--- src/verilog/pq_pkg.sv ---
package pq_pkg;

    //////////////////////////////
    // Item fields and heap size
    localparam int KEY_WIDTH   = 16;
    localparam int VAL_WIDTH   = 16;
    localparam int KV_WIDTH    = KEY_WIDTH + VAL_WIDTH;
    localparam int PQ_CAPACITY = 16;
    localparam int ADDR_WIDTH  = 4;
    // One more bit than the address so a full heap is countable
    localparam int CNT_WIDTH   = 5;

    typedef logic [KEY_WIDTH-1:0]  key_t;
    typedef logic [VAL_WIDTH-1:0]  val_t;
    // Key in the upper half, value in the lower half
    typedef logic [KV_WIDTH-1:0]   kv_t;
    typedef logic [ADDR_WIDTH-1:0] addr_t;
    typedef logic [CNT_WIDTH-1:0]  cnt_t;

    // Filler item for a slot with no data
    localparam key_t KEYMAX = '1;
    localparam val_t VAL0   = '0;

    //////////////////////////////
    // Encodings
    typedef enum logic [1:0] {
        OP_ENQ  = 2'd0,
        OP_DEQ  = 2'd1,
        OP_REPL = 2'd2
    } pq_op_t;

    // Controller states
    typedef enum logic [2:0] {
        S_RB,
        S_IDLE,
        S_UP_CMP,
        S_DQ_LD,
        S_DN_R,
        S_DN_SEL,
        S_DN_CMP,
        S_WR_T
    } qq_state_t;

    // RAM write data select
    typedef enum logic [1:0] {
        SB_RAM  = 2'd0,
        SB_TEMP = 2'd1,
        SB_IN   = 2'd2,
        SB_FILL = 2'd3
    } sel_b_t;

endpackage

--- src/verilog/mem2p_sw_sr.sv ---
`timescale 1ns/1ns

module mem2p_sw_sr (
    input  logic          clk,
    input  logic          we_i,
    input  pq_pkg::addr_t wr_addr_i,
    input  pq_pkg::kv_t   wr_data_i,
    input  pq_pkg::addr_t rd_addr_i,
    output pq_pkg::kv_t   rd_data_o
);

    // Heap storage, one item per slot
    pq_pkg::kv_t mem [pq_pkg::PQ_CAPACITY];

    // Write port
    always_ff @(posedge clk) begin
        if (we_i) begin
            mem[wr_addr_i] <= wr_data_i;
        end
    end

    // Registered read port
    // Same address as a write in this cycle gives the old item
    always_ff @(posedge clk) begin
        rd_data_o <= mem[rd_addr_i];
    end

endmodule

--- src/verilog/qq_control.sv ---
`timescale 1ns/1ns

module qq_control (
    input  logic           clk,
    input  logic           reset_i,
    input  logic           enq_i,
    input  logic           deq_i,
    input  logic           repl_i,
    input  logic           t_gt_ram_out_i,
    input  logic           c_gt_ram_out_i,
    output logic           sel_t_o,
    output logic           ld_t_o,
    output logic           ld_c_o,
    output logic           we_o,
    output pq_pkg::sel_b_t sel_b_o,
    output pq_pkg::addr_t  rd_addr_o,
    output pq_pkg::addr_t  wr_addr_o,
    output logic           rdy_o,
    output logic           full_o,
    output logic           empty_o
);

    pq_pkg::qq_state_t state_q;
    pq_pkg::qq_state_t state_d;
    // Cursor on the slot that holds the hole
    pq_pkg::addr_t     cur_q;
    pq_pkg::addr_t     cur_d;
    // Child picked for the last compare
    pq_pkg::addr_t     pick_q;
    pq_pkg::addr_t     pick_d;
    pq_pkg::cnt_t      cnt_q;
    pq_pkg::cnt_t      cnt_d;

    // Index math one bit wider than the count
    logic [pq_pkg::CNT_WIDTH:0] cnt_ext;
    logic [pq_pkg::CNT_WIDTH:0] cur_lt;
    logic [pq_pkg::CNT_WIDTH:0] cur_rt;
    logic [pq_pkg::CNT_WIDTH:0] dn_lt;
    pq_pkg::addr_t              cur_up;
    pq_pkg::addr_t              dn_to;

    // Step flags
    logic go_dn;
    logic fin;

    function automatic logic [pq_pkg::CNT_WIDTH:0] lt_of(input pq_pkg::addr_t a);
        return {1'b0, a, 1'b1};
    endfunction

    function automatic pq_pkg::addr_t par_of(input pq_pkg::addr_t a);
        pq_pkg::addr_t am1;
        am1 = a - 1'b1;
        return am1 >> 1;
    endfunction

    assign cnt_ext = {1'b0, cnt_q};
    assign cur_lt  = lt_of(cur_q);
    assign cur_rt  = cur_lt + 1'b1;
    assign cur_up  = par_of(cur_q);

    // Right child goes down straight from the select step
    assign dn_to = (state_q == pq_pkg::S_DN_SEL) ? cur_rt[pq_pkg::ADDR_WIDTH-1:0] : pick_q;
    assign dn_lt = lt_of(dn_to);

    assign rdy_o   = (state_q == pq_pkg::S_IDLE);
    assign full_o  = (cnt_q == pq_pkg::cnt_t'(pq_pkg::PQ_CAPACITY));
    assign empty_o = (cnt_q == '0);

    //////////////////////////////
    // Sequencer
    always_comb begin
        state_d   = state_q;
        cur_d     = cur_q;
        pick_d    = pick_q;
        cnt_d     = cnt_q;
        sel_t_o   = 1'b0;
        ld_t_o    = 1'b0;
        ld_c_o    = 1'b0;
        we_o      = 1'b0;
        sel_b_o   = pq_pkg::SB_TEMP;
        // Root on the read port unless a step needs another slot
        rd_addr_o = '0;
        wr_addr_o = cur_q;
        go_dn     = 1'b0;
        fin       = 1'b0;

        case (state_q)
            // Root read back before going idle
            pq_pkg::S_RB: begin
                state_d = pq_pkg::S_IDLE;
            end

            pq_pkg::S_IDLE: begin
                if (enq_i) begin
                    if (full_o) begin
                        // Dropped
                        state_d = pq_pkg::S_RB;
                    end else begin
                        // New item into temp, hole at the first free slot
                        ld_t_o = 1'b1;
                        cur_d  = cnt_q[pq_pkg::ADDR_WIDTH-1:0];
                        cnt_d  = cnt_q + 1'b1;
                        if (empty_o) begin
                            state_d = pq_pkg::S_WR_T;
                        end else begin
                            rd_addr_o = par_of(cnt_q[pq_pkg::ADDR_WIDTH-1:0]);
                            state_d   = pq_pkg::S_UP_CMP;
                        end
                    end
                end else if (deq_i) begin
                    if (empty_o) begin
                        state_d = pq_pkg::S_RB;
                    end else begin
                        // Fetch the last item, it refills the root
                        rd_addr_o = pq_pkg::addr_t'(cnt_q - 1'b1);
                        cnt_d     = cnt_q - 1'b1;
                        cur_d     = '0;
                        state_d   = pq_pkg::S_DQ_LD;
                    end
                end else if (repl_i) begin
                    if (empty_o) begin
                        state_d = pq_pkg::S_RB;
                    end else begin
                        // Incoming item replaces the root, count kept
                        ld_t_o = 1'b1;
                        cur_d  = '0;
                        if (cnt_q > pq_pkg::cnt_t'(1)) begin
                            rd_addr_o = pq_pkg::addr_t'(1);
                            state_d   = pq_pkg::S_DN_R;
                        end else begin
                            state_d = pq_pkg::S_WR_T;
                        end
                    end
                end
            end

            // Parent on the read port
            pq_pkg::S_UP_CMP: begin
                if (!t_gt_ram_out_i) begin
                    // Parent moves down into the hole
                    // Equal keys move as well
                    we_o    = 1'b1;
                    sel_b_o = pq_pkg::SB_RAM;
                    cur_d   = cur_up;
                    if (cur_up == '0) begin
                        state_d = pq_pkg::S_WR_T;
                    end else begin
                        rd_addr_o = par_of(cur_up);
                    end
                end else begin
                    fin = 1'b1;
                end
            end

            // Last item on the read port
            pq_pkg::S_DQ_LD: begin
                ld_t_o    = 1'b1;
                sel_t_o   = 1'b1;
                // Vacated slot gets the filler
                we_o      = 1'b1;
                sel_b_o   = pq_pkg::SB_FILL;
                wr_addr_o = cnt_q[pq_pkg::ADDR_WIDTH-1:0];
                if (empty_o) begin
                    state_d = pq_pkg::S_RB;
                end else if (cnt_q > pq_pkg::cnt_t'(1)) begin
                    rd_addr_o = pq_pkg::addr_t'(1);
                    state_d   = pq_pkg::S_DN_R;
                end else begin
                    state_d = pq_pkg::S_WR_T;
                end
            end

            // Left child on the read port
            pq_pkg::S_DN_R: begin
                ld_c_o = 1'b1;
                if (cur_rt < cnt_ext) begin
                    rd_addr_o = cur_rt[pq_pkg::ADDR_WIDTH-1:0];
                    state_d   = pq_pkg::S_DN_SEL;
                end else begin
                    // No right child, read the left again
                    rd_addr_o = cur_lt[pq_pkg::ADDR_WIDTH-1:0];
                    pick_d    = cur_lt[pq_pkg::ADDR_WIDTH-1:0];
                    state_d   = pq_pkg::S_DN_CMP;
                end
            end

            // Right child on the read port, left in the child register
            pq_pkg::S_DN_SEL: begin
                if (c_gt_ram_out_i) begin
                    pick_d = dn_to;
                    if (t_gt_ram_out_i) begin
                        go_dn = 1'b1;
                    end else begin
                        fin = 1'b1;
                    end
                end else begin
                    rd_addr_o = cur_lt[pq_pkg::ADDR_WIDTH-1:0];
                    pick_d    = cur_lt[pq_pkg::ADDR_WIDTH-1:0];
                    state_d   = pq_pkg::S_DN_CMP;
                end
            end

            // Picked child on the read port
            pq_pkg::S_DN_CMP: begin
                if (t_gt_ram_out_i) begin
                    go_dn = 1'b1;
                end else begin
                    fin = 1'b1;
                end
            end

            pq_pkg::S_WR_T: begin
                fin = 1'b1;
            end

            default: begin
                state_d = pq_pkg::S_RB;
            end
        endcase

        // Child moves up into the hole, next left child fetched at once
        if (go_dn) begin
            we_o    = 1'b1;
            sel_b_o = pq_pkg::SB_RAM;
            cur_d   = dn_to;
            if (dn_lt < cnt_ext) begin
                rd_addr_o = dn_lt[pq_pkg::ADDR_WIDTH-1:0];
                state_d   = pq_pkg::S_DN_R;
            end else begin
                state_d = pq_pkg::S_WR_T;
            end
        end

        // Temp settles in the hole
        if (fin) begin
            we_o    = 1'b1;
            sel_b_o = pq_pkg::SB_TEMP;
            state_d = pq_pkg::S_RB;
        end
    end

    always_ff @(posedge clk) begin
        if (reset_i) begin
            state_q <= pq_pkg::S_RB;
            cur_q   <= '0;
            pick_q  <= '0;
            cnt_q   <= '0;
        end else begin
            state_q <= state_d;
            cur_q   <= cur_d;
            pick_q  <= pick_d;
            cnt_q   <= cnt_d;
        end
    end

endmodule

--- src/verilog/qq_node.sv ---
`timescale 1ns/1ns

module qq_node (
    input  logic        clk,
    input  logic        reset_i,
    input  logic        enq_i,
    input  logic        deq_i,
    input  logic        repl_i,
    input  pq_pkg::kv_t data_lt_i,
    input  pq_pkg::kv_t data_rt_i,
    output logic        rdy_o,
    output logic        full_o,
    output logic        empty_o,
    output pq_pkg::kv_t data_lt_o,
    output pq_pkg::kv_t data_rt_o
);

    pq_pkg::kv_t    ram_out;
    pq_pkg::kv_t    temp_q;
    pq_pkg::kv_t    child_q;
    pq_pkg::kv_t    item_in;
    pq_pkg::kv_t    t_src;
    pq_pkg::kv_t    wr_data;
    pq_pkg::key_t   ram_key;
    pq_pkg::key_t   temp_key;
    pq_pkg::key_t   child_key;

    // Controller handshake
    logic           sel_t;
    logic           ld_t;
    logic           ld_c;
    logic           we;
    logic           t_gt_ram_out;
    logic           c_gt_ram_out;
    pq_pkg::sel_b_t sel_b;
    pq_pkg::addr_t  rd_addr;
    pq_pkg::addr_t  wr_addr;

    //////////////////////////////
    // Temp and child registers
    // Replace brings its item on the right port
    assign item_in = repl_i ? data_rt_i : data_lt_i;
    assign t_src   = sel_t ? ram_out : item_in;

    always_ff @(posedge clk) begin
        if (ld_t) begin
            temp_q <= t_src;
        end
        if (ld_c) begin
            child_q <= ram_out;
        end
    end

    // Key comparators
    assign ram_key      = ram_out[pq_pkg::KV_WIDTH-1 -: pq_pkg::KEY_WIDTH];
    assign temp_key     = temp_q[pq_pkg::KV_WIDTH-1 -: pq_pkg::KEY_WIDTH];
    assign child_key    = child_q[pq_pkg::KV_WIDTH-1 -: pq_pkg::KEY_WIDTH];
    assign t_gt_ram_out = (temp_key > ram_key);
    assign c_gt_ram_out = (child_key > ram_key);

    // RAM write data
    always_comb begin
        case (sel_b)
            pq_pkg::SB_RAM:  wr_data = ram_out;
            pq_pkg::SB_TEMP: wr_data = temp_q;
            pq_pkg::SB_IN:   wr_data = item_in;
            default:         wr_data = {pq_pkg::KEYMAX, pq_pkg::VAL0};
        endcase
    end

    mem2p_sw_sr bram (
        .clk       (clk),
        .we_i      (we),
        .wr_addr_i (wr_addr),
        .wr_data_i (wr_data),
        .rd_addr_i (rd_addr),
        .rd_data_o (ram_out)
    );

    qq_control ctl (
        .clk            (clk),
        .reset_i        (reset_i),
        .enq_i          (enq_i),
        .deq_i          (deq_i),
        .repl_i         (repl_i),
        .t_gt_ram_out_i (t_gt_ram_out),
        .c_gt_ram_out_i (c_gt_ram_out),
        .sel_t_o        (sel_t),
        .ld_t_o         (ld_t),
        .ld_c_o         (ld_c),
        .we_o           (we),
        .sel_b_o        (sel_b),
        .rd_addr_o      (rd_addr),
        .wr_addr_o      (wr_addr),
        .rdy_o          (rdy_o),
        .full_o         (full_o),
        .empty_o        (empty_o)
    );

    // Root while idle
    assign data_lt_o = ram_out;
    assign data_rt_o = temp_q;

endmodule

--- src/verilog/pq_cmd_fifo.sv ---
`timescale 1ns/1ns

module pq_cmd_fifo #(
    parameter int DEPTH = 4
) (
    input  logic           clk,
    input  logic           reset_i,
    input  logic           push_i,
    input  pq_pkg::pq_op_t push_op_i,
    input  pq_pkg::kv_t    push_kv_i,
    input  logic           pop_i,
    output pq_pkg::pq_op_t head_op_o,
    output pq_pkg::kv_t    head_kv_o,
    output logic           full_o,
    output logic           empty_o
);

    pq_pkg::pq_op_t op_mem [DEPTH];
    pq_pkg::kv_t    kv_mem [DEPTH];

    logic [$clog2(DEPTH)-1:0]   rd_ptr_q;
    logic [$clog2(DEPTH)-1:0]   wr_ptr_q;
    logic [$clog2(DEPTH+1)-1:0] fill_q;
    logic                       do_push;
    logic                       do_pop;

    assign do_push = push_i && !full_o;
    assign do_pop  = pop_i && !empty_o;

    assign full_o  = (fill_q == ($clog2(DEPTH+1))'(DEPTH));
    assign empty_o = (fill_q == '0);

    // Head straight from storage
    assign head_op_o = op_mem[rd_ptr_q];
    assign head_kv_o = kv_mem[rd_ptr_q];

    always_ff @(posedge clk) begin
        if (do_push) begin
            op_mem[wr_ptr_q] <= push_op_i;
            kv_mem[wr_ptr_q] <= push_kv_i;
        end
    end

    // Pointers wrap at DEPTH
    always_ff @(posedge clk) begin
        if (reset_i) begin
            rd_ptr_q <= '0;
            wr_ptr_q <= '0;
            fill_q   <= '0;
        end else begin
            if (do_push) begin
                wr_ptr_q <= (wr_ptr_q == ($clog2(DEPTH))'(DEPTH - 1)) ? '0 : wr_ptr_q + 1'b1;
            end
            if (do_pop) begin
                rd_ptr_q <= (rd_ptr_q == ($clog2(DEPTH))'(DEPTH - 1)) ? '0 : rd_ptr_q + 1'b1;
            end
            // Push and pop together keep the fill
            case ({do_push, do_pop})
                2'b10:   fill_q <= fill_q + 1'b1;
                2'b01:   fill_q <= fill_q - 1'b1;
                default: fill_q <= fill_q;
            endcase
        end
    end

endmodule

--- src/verilog/pq_top.sv ---
`timescale 1ns/1ns

module pq_top (
    input  logic           clk,
    input  logic           reset_i,
    input  logic           cmd_valid_i,
    input  pq_pkg::pq_op_t cmd_op_i,
    input  pq_pkg::kv_t    cmd_kv_i,
    output logic           cmd_ready_o,
    output pq_pkg::kv_t    min_o,
    output logic           full_o,
    output logic           empty_o,
    output logic           idle_o
);

    pq_pkg::pq_op_t head_op;
    pq_pkg::kv_t    head_kv;
    logic           fifo_full;
    logic           fifo_empty;
    logic           node_rdy;
    logic           issue;
    logic           enq;
    logic           deq;
    logic           repl;

    assign cmd_ready_o = !fifo_full;

    // Head goes to the node when both sides are ready
    assign issue = !fifo_empty && node_rdy;
    assign enq   = issue && (head_op == pq_pkg::OP_ENQ);
    assign deq   = issue && (head_op == pq_pkg::OP_DEQ);
    assign repl  = issue && (head_op == pq_pkg::OP_REPL);

    assign idle_o = fifo_empty && node_rdy;

    pq_cmd_fifo #(
        .DEPTH (4)
    ) cmd_fifo (
        .clk       (clk),
        .reset_i   (reset_i),
        .push_i    (cmd_valid_i && cmd_ready_o),
        .push_op_i (cmd_op_i),
        .push_kv_i (cmd_kv_i),
        .pop_i     (issue),
        .head_op_o (head_op),
        .head_kv_o (head_kv),
        .full_o    (fifo_full),
        .empty_o   (fifo_empty)
    );

    // Same item on both ports, the strobe picks the use
    qq_node node (
        .clk       (clk),
        .reset_i   (reset_i),
        .enq_i     (enq),
        .deq_i     (deq),
        .repl_i    (repl),
        .data_lt_i (head_kv),
        .data_rt_i (head_kv),
        .rdy_o     (node_rdy),
        .full_o    (full_o),
        .empty_o   (empty_o),
        .data_lt_o (min_o),
        .data_rt_o ()
    );

endmodule

--- config.mk ---
export PLATFORM = sky130hd
export DESIGN_NAME = pq_top
export DESIGN_NICKNAME = d
export VERILOG_FILES = /design/src/verilog/pq_pkg.sv /design/src/verilog/mem2p_sw_sr.sv /design/src/verilog/qq_control.sv /design/src/verilog/qq_node.sv /design/src/verilog/pq_cmd_fifo.sv /design/src/verilog/pq_top.sv
export SDC_FILE = /design/constraint.sdc
export NUM_CORES = 1
export LEC_CHECK = 0
export ABC_AREA = 0
export BUFFER_PORTS_ARGS = -buffer_cell sky130_fd_sc_hd__buf_2
export CAP_MARGIN = 30
export CELL_PAD_IN_SITES_DETAIL_PLACEMENT = 0
export CELL_PAD_IN_SITES_GLOBAL_PLACEMENT = 2
export CORE_MARGIN = 2
export CORE_UTILIZATION = 45
export DETAILED_ROUTE_END_ITERATION = 12
export PLACE_DENSITY_LB_ADDON = 0.3
export SLEW_MARGIN = 30
export SYNTH_ARGS = -nofsm -noshare
export SYNTH_HDL_FRONTEND = slang
export SYNTH_SLANG_ARGS = --single-unit
--- constraint.sdc ---
create_clock -name clk -period 4.85 [get_ports clk]
set_input_delay 0.2425 -clock clk [delete_from_list [all_inputs] [get_ports clk]]
set_output_delay 0.2425 -clock clk [all_outputs]
set_load 0.005 [all_outputs]
# Yosys cells after proc, flatten, opt, wreduce, memory -nomap -nowiden
# Memories as Yosys holds them, arrays and structs flattened. A register that Yosys moved wholly into a read port is not among the register bits.
# Index checks and enable logic that the tools add are counted.
[totals] regBits=87 mem_bits_rw=648 out_inout_bits=36 elab_cells=159 mem_count=3
[classes] n_addsub=10 n_lt_le_gt_ge=5 eq_ne=25 n_mux=81 n_reduce_logical=26
[memory_table] name="node.bram.mem" depth=16 width=32 rd=1 rd_ports_with_merged_regs=1 wr=1 line="mem2p_sw_sr.sv:13" text="pq_pkg::kv_t mem [pq_pkg::PQ_CAPACITY];"
[memory_table] name="cmd_fifo.kv_mem" depth=4 width=32 rd=1 rd_ports_with_merged_regs=1 wr=1 line="pq_cmd_fifo.sv:19" text="pq_pkg::kv_t kv_mem [DEPTH];"
[memory_table] name="cmd_fifo.op_mem" depth=4 width=2 rd=1 rd_ports_with_merged_regs=1 wr=1 line="pq_cmd_fifo.sv:18" text="pq_pkg::pq_op_t op_mem [DEPTH];"
[ops] op="$pmux 32 s3" count=1
[ops] op="$mux 4" count=18
[ops] op="$mux 3" count=14
[ops] op="$gt 16x16->1" count=2
[ops] op="$mux 32" count=1
[ops] op="$mux 2" count=12
[ops] op="$mux 1" count=21
[ops] op="$mux 5" count=4
[ops] op="$pmux 4 s5" count=1
[ops] op="$pmux 3 s6" count=1
[ops] op="$pmux 4 s2" count=2
[ops] op="$eq 3x3->1 const B" count=5
[ops] op="$eq 2x2->1 const B" count=5
[ops] op="$ne 3x3->1 const B" count=3
[ops] op="$logic_and 1x1->1" count=8
[ops] op="$reduce_and 4->1" count=2
[ops] op="$sub 4x1->4 const B" count=2
[ops] op="$reduce_bool 7->1" count=1
[ops] op="$add 5x1->6 const B" count=1
[ops] op="$eq 2x1->1 const B" count=3
[ops] op="$eq 3x2->1 const B" count=2
[ops] op="$logic_not 3->1" count=2
[ops] op="$lt 6x5->1" count=1
[ops] op="$pmux 1 s2" count=3
[ops] op="26 further kinds" count=32

# Longest topological paths before layout
[depth] depth_word=10 mapped_depth=18

# By module
# Synthesis repeated with hierarchy kept, for this count alone.
[hier_totals] cells_unflattened=1700 area_unflattened_um2=31057.3
[by_module_without_submodules] module="mem2p_sw_sr" instances=1 cells_each=838 area_per_inst_um2=19835.3
[by_module_without_submodules] module="pq_cmd_fifo" instances=1 cells_each=232 area_per_inst_um2=5392.7
[by_module_without_submodules] module="qq_node" instances=1 cells_each=341 area_per_inst_um2=3604.7
[by_module_without_submodules] module="qq_control" instances=1 cells_each=282 area_per_inst_um2=2158.3
[by_module_without_submodules] module="pq_top" instances=1 cells_each=7 area_per_inst_um2=66.3

# Worst setup path before layout
# No wires, ideal clock.
[synth_timing] kind="reg2reg" start="reg node.bram.rd_data_o[17] (read register of node.bram.mem)" end="mem node.bram.mem[6][0] (netlist bit), enable pin" setup_time_ns=0.421 arrival_ns=3.695 t_required_ns=4.429 slack_ns=0.734 stages_incl_launch_ff=13 n_path_buf=0 path_cell_list="dfxtp_1 -> inv_1 -> ha_1 -> nor2b_1 -> o211ai_1 -> a2111o_1 -> a31oi_2 -> inv_1 -> nor2_1 -> a22oi_1 -> nand3_1 -> o21ai_0 -> nor2_1"
[synth_between] elab_chain_len=8
[synth_rtl] item="from (decl)" line="mem2p_sw_sr.sv:9" text="output pq_pkg::kv_t rd_data_o"
[synth_rtl] item="$gt 16x16->1" line="qq_node.sv:58" text="assign t_gt_ram_out = (temp_key > ram_key);"
[synth_rtl] item="$mux 1" line="qq_control.sv:139, qq_control.sv:191, qq_control.sv:205"
[synth_rtl] item="$mux 1" line="qq_control.sv:189" text="if (c_gt_ram_out_i) begin"
[synth_rtl] item="$pmux 1 s2" line="qq_control.sv:87" text="case (state_q)"
[synth_rtl] item="$mux 1" line="qq_control.sv:222" text="if (go_dn) begin"
[synth_rtl] item="$mux 1 *" line="qq_control.sv:235" text="if (fin) begin"
[synth_rtl] item="$mux 1 *" line="mem2p_sw_sr.sv:17" text="if (we_i) begin"
[synth_rtl] item="$mux 1 (implied by the code) *" line="mem2p_sw_sr.sv:18" text="mem[wr_addr_i] <= wr_data_i;"
[synth_rtl] item="to (decl)" line="mem2p_sw_sr.sv:13"
# Mark *: on every way between the ends. The rest lies on a longest branch, timed or not.

# Worst setup path in the final report
[layout_timing] start="reg node.bram.rd_data_o[22] (read register of node.bram.mem)" end="reg node.bram.rd_data_o[21] (read register of node.bram.mem)"
[layout_between] elab_chain_len=5
[layout_rtl] item="$gt 16x16->1, on equally long branches" line="qq_node.sv:59, qq_node.sv:58"
[layout_rtl] item="$mux 4, or another cell as far along" line="qq_control.sv:189"
[layout_rtl] item="$pmux 4 s5 or $mux 1 (tied branches)" line="qq_control.sv:87, qq_control.sv:189"
[layout_rtl] item="$mux 4 or $pmux 1 s2 (tied branches)" line="qq_control.sv:226, qq_control.sv:87"
[layout_rtl] item="$mux 4 *" line="qq_control.sv:222"
# Marked as above.
# A chain may end at the register's enable or synchronous reset.

==> metrics.csv <==
metric;value;unit
GPL Wtd Cong;0.850;
final count of negative-setup-slack endpoints;0;
Die X;265;um
Antenna Violating Nets Remaining;0;
area grow syn2layout;16.4;%
total CTS buffers;79;
Slew Viols, Final;0;
Synth Area in Simple Gates;0.0649;
initial antenna violation count;1;
Net Switching;0.00423;W
Seq cells post-synth;753;
Post-Synth XOR/XNOR Area;0.00457;
clock power share;0.366;
adder-cell area share of the yosys netlist;0.0227;
Root Driver;clkbuf_16;
Resized Gates After CTS;0;
r2r worst-path depth;13;
Core Region;67300;sq um
max cap viols;0;
CP Max Fanout;20;
share of layout cells above drive strength 1;0.155;
Hold Path Stages;2;
hold crit path type;primary input to flop;
Detailed Route Iter0 Violations;1622;
Compound-Gate Fraction of Synth Area;0.0858;
Die ar.;70300;sq um
Boundary Pins;73;
sequential power share;0.478;
H-tree depth;3;
CP Launch Point;node.bram.rd_data_o[22]$_DFF_P_;
Clock Skew;0.0256;ns
Final min period;4.60;ns
Max VDD drop;311;uV
nets;2263;
ant diodes;0;
Seq/Total Area, Yosys;0.719;
WS Path Type;flop to flop;
GRT overflow;0;
global-route wire length before repair;116000;um
Core Util, Final;0.531;
period utilization;0.949;
reg2reg setup slack;0.25;ns
final hold vios;0;
Crit path arrival time;5.06;ns
clock latency on the worst-skew pair;0.63;ns
Routed WL;78700;um
Starting Density;0.456;
CTS max path bufs;3;
cell area power density;454;nW/um^2
Comb power frac;0.156;
R2R Path End;node.bram.rd_data_o[21]$_DFF_P_;
pin count of the biggest net entering global routing;83;
Fmax;217;MHz
Syn. warnings;0;
EDFF count, synth;696;
clk sink count;753;
main flop type after synthesis;edfxtp_1;
slew margin rel.;0.354;
Mapped Cells;2034;
gr usage total;0.224;
slew of the pin with the lowest slew margin;0.964;ns
Crit. End Element;flop;
drt pass-1 iters;7;
Rows;95;
worst reg2reg startpoint;node.bram.rd_data_o[22]$_DFF_P_;
syn nets;2126;
Die H;265;um
vias in the first global route;17700;
DR vias/cell;5.82;
Worst Path Required;5.31;ns
Leakage;12.9;nW
critical path startpoint category;flop;
status;complete, no violations;
Synth async-reset ratio;0;
multiplexer share of the synthesized area;0.0783;
vias;18100;
DRC viols;0;
hold_sp;reset_i;
Switching Fraction;0.261;
Mean Syn Cell Area;15.1;sq um
CTS tree;done;
endpoint of the worst hold path;cmd_fifo.fill_q[0]$_SDFFE_PP0P_;
dpl hpwl;43000;um
Worst-path clk slew;0.06;ns
Total Neg Setup Slack;0;ns
hold_ws;0.0943;ns
Port Buffers;72;
RSZ-0062 raised after global routing;false;
Routed WL per cell;25.3;um
Placed Cells;2927;
non-filler cells, final;3110;
mapped cell area;30700;sq um
main combinational cell family by area after synthesis;compound AO/OA/AOI/OAI gates;
distinct cell type count after synthesis;60;
Int Power;0.0120;W
cell type report:
type / instances / area (sq um)
fill: 5474 / 31600
sequential: 753 / 22000
multi-input combinational: 1110 / 8090
clock buffer: 118 / 2300
timing repair buffer: 182 / 1720
tap: 873 / 1090
clock inverter: 29 / 279
inverter: 45 / 169
registers in the layout, summed over array words and instances, names as in the netlist, named ones only:
register / count
node.ctl.cur_q: 4
node.bram.rd_data_o: 32
node.ctl.cnt_q: 5
node.ctl.pick_q: 4
cmd_fifo.kv_mem: 128
cmd_fifo.wr_ptr_q: 2
cmd_fifo.fill_q: 3
node.bram.mem: 512
node.data_rt_o: 32
cmd_fifo.rd_ptr_q: 2
node.child_q: 16
cmd_fifo.op_mem: 8
node.ctl.state_q: 3
power groups by stage:
| stage | logic [W] | registers (W) | clock network, W |
|---|---|---|---|
| finish | 0.00253 | 0.00775 | 0.00593 |
| floorplan | 0.00163 | 0.00782 | 0 |
| global route | 0.00277 | 0.00777 | 0.00630 |
| global placement | 0.00247 | 0.00788 | 0 |
| detailed placement | 0.00251 | 0.00789 | 0 |
| CTS | 0.00254 | 0.00775 | 0.00605 |
how the worst max path moves through the flow:
stage                                      endpoint  slack [ns]  cells past startpoint
finish              node.bram.rd_data_o[21]$_DFF_P_        0.25                     13
global route        node.bram.rd_data_o[21]$_DFF_P_        0.04                     13
CTS                 node.bram.rd_data_o[21]$_DFF_P_        0.21                     13
detailed placement  node.bram.rd_data_o[21]$_DFF_P_        0.25                     13
global placement    node.bram.rd_data_o[21]$_DFF_P_        0.30                     13
floorplan             node.bram.mem[6][0]$_DFFE_PP_        0.73                     12
critical path, cell delays in order, from the launching register on:
cell      delay [ns]
dfxtp_1         0.51
inv_1           0.14
ha_1            0.32
nand4_1         0.10
a2111o_1        0.44
a31oi_2         0.37
o21ai_1         0.19
o41ai_2         0.61
and2_4          0.42
buf_12          0.21
buf_12          0.19
mux2i_1         0.20
a221oi_1        0.10
or4_1           0.62
through the flow:
stage          setup slack (ns)  total power (W)  instance area (sq um)
3_3_place_gp              0.301           0.0104                  32700
4_1_cts                   0.214           0.0163                  35600
5_1_grt                  0.0409           0.0168                  35700
6_report                  0.249           0.0162                  35700
3_5_place_dp              0.253           0.0104                  32700
2_1_floorplan             0.734          0.00944                  30700
cell usage in the layout, fill, tap and decap left out, types with 36 or more instances in the layout:
master	count
buf_4	39
buf_2	72
o21ai_0	42
nor2_1	60
nand2_1	250
mux2i_1	159
inv_1	43
a21oi_1	166
clkbuf_16	83
a221oi_1	131
buf_12	36
ha_1	54
edfxtp_1	696
dfxtp_1	56
logic make-up (layout without fill, tap and decap cells):
kind of cell	after synthesis	in the layout
buffers and inverters	171	374
adder cells (fa/ha/maj)	55	55
AO/OA/AOI/OAI	395	395
multiplexers	196	196
XOR/XNOR	16	16
flip-flops	753	753
AND/OR/NAND/NOR	448	448
synth_stat cells, types with 3 or more instances:
master	instances	area share
o211ai_1	5	0.0012
a31oi_1	8	0.0016
dfxtp_1	57	0.037
buf_1	7	0.00086
a211oi_1	7	0.0017
o21a_1	3	0.00073
a22oi_1	6	0.0015
xnor2_1	12	0.0034
mux4_2	35	0.026
o21ai_1	5	0.00082
nand4_1	9	0.0018
edfxtp_1	696	0.68
buf_2	30	0.0049
a21oi_1	166	0.027
a21o_1	3	0.00073
nand2_1	252	0.031
nor2_1	79	0.0097
a221oi_1	131	0.037
xor2_1	4	0.0011
inv_1	43	0.0053
buf_6	8	0.0029
o21ai_0	42	0.0069
buf_4	8	0.0020
clkbuf_1	73	0.0089
or3_1	6	0.0012
nor2b_1	7	0.0014
mux2i_1	159	0.052
a311oi_1	3	0.00086
and2_1	6	0.0012
o31ai_1	3	0.00073
or4_1	35	0.0086
nor3_1	24	0.0039
nand3_1	10	0.0016
and3_1	7	0.0014
ha_1	54	0.022
per-layer routing:
layer  vias up  track usage  share of wire
li1       8212            -              -
met1      9203        0.312           0.44
met2       557        0.359           0.47
met3       133       0.0390          0.057
met4         2       0.0741          0.032
met5         -            0        0.00017
repair_timing:
action | in CTS | in global routing
hold buffers | 34 | 0
buffers inserted | 0 | 0
hold endpoints to repair | 136 | 0
(Power assumes the default switching activity.)
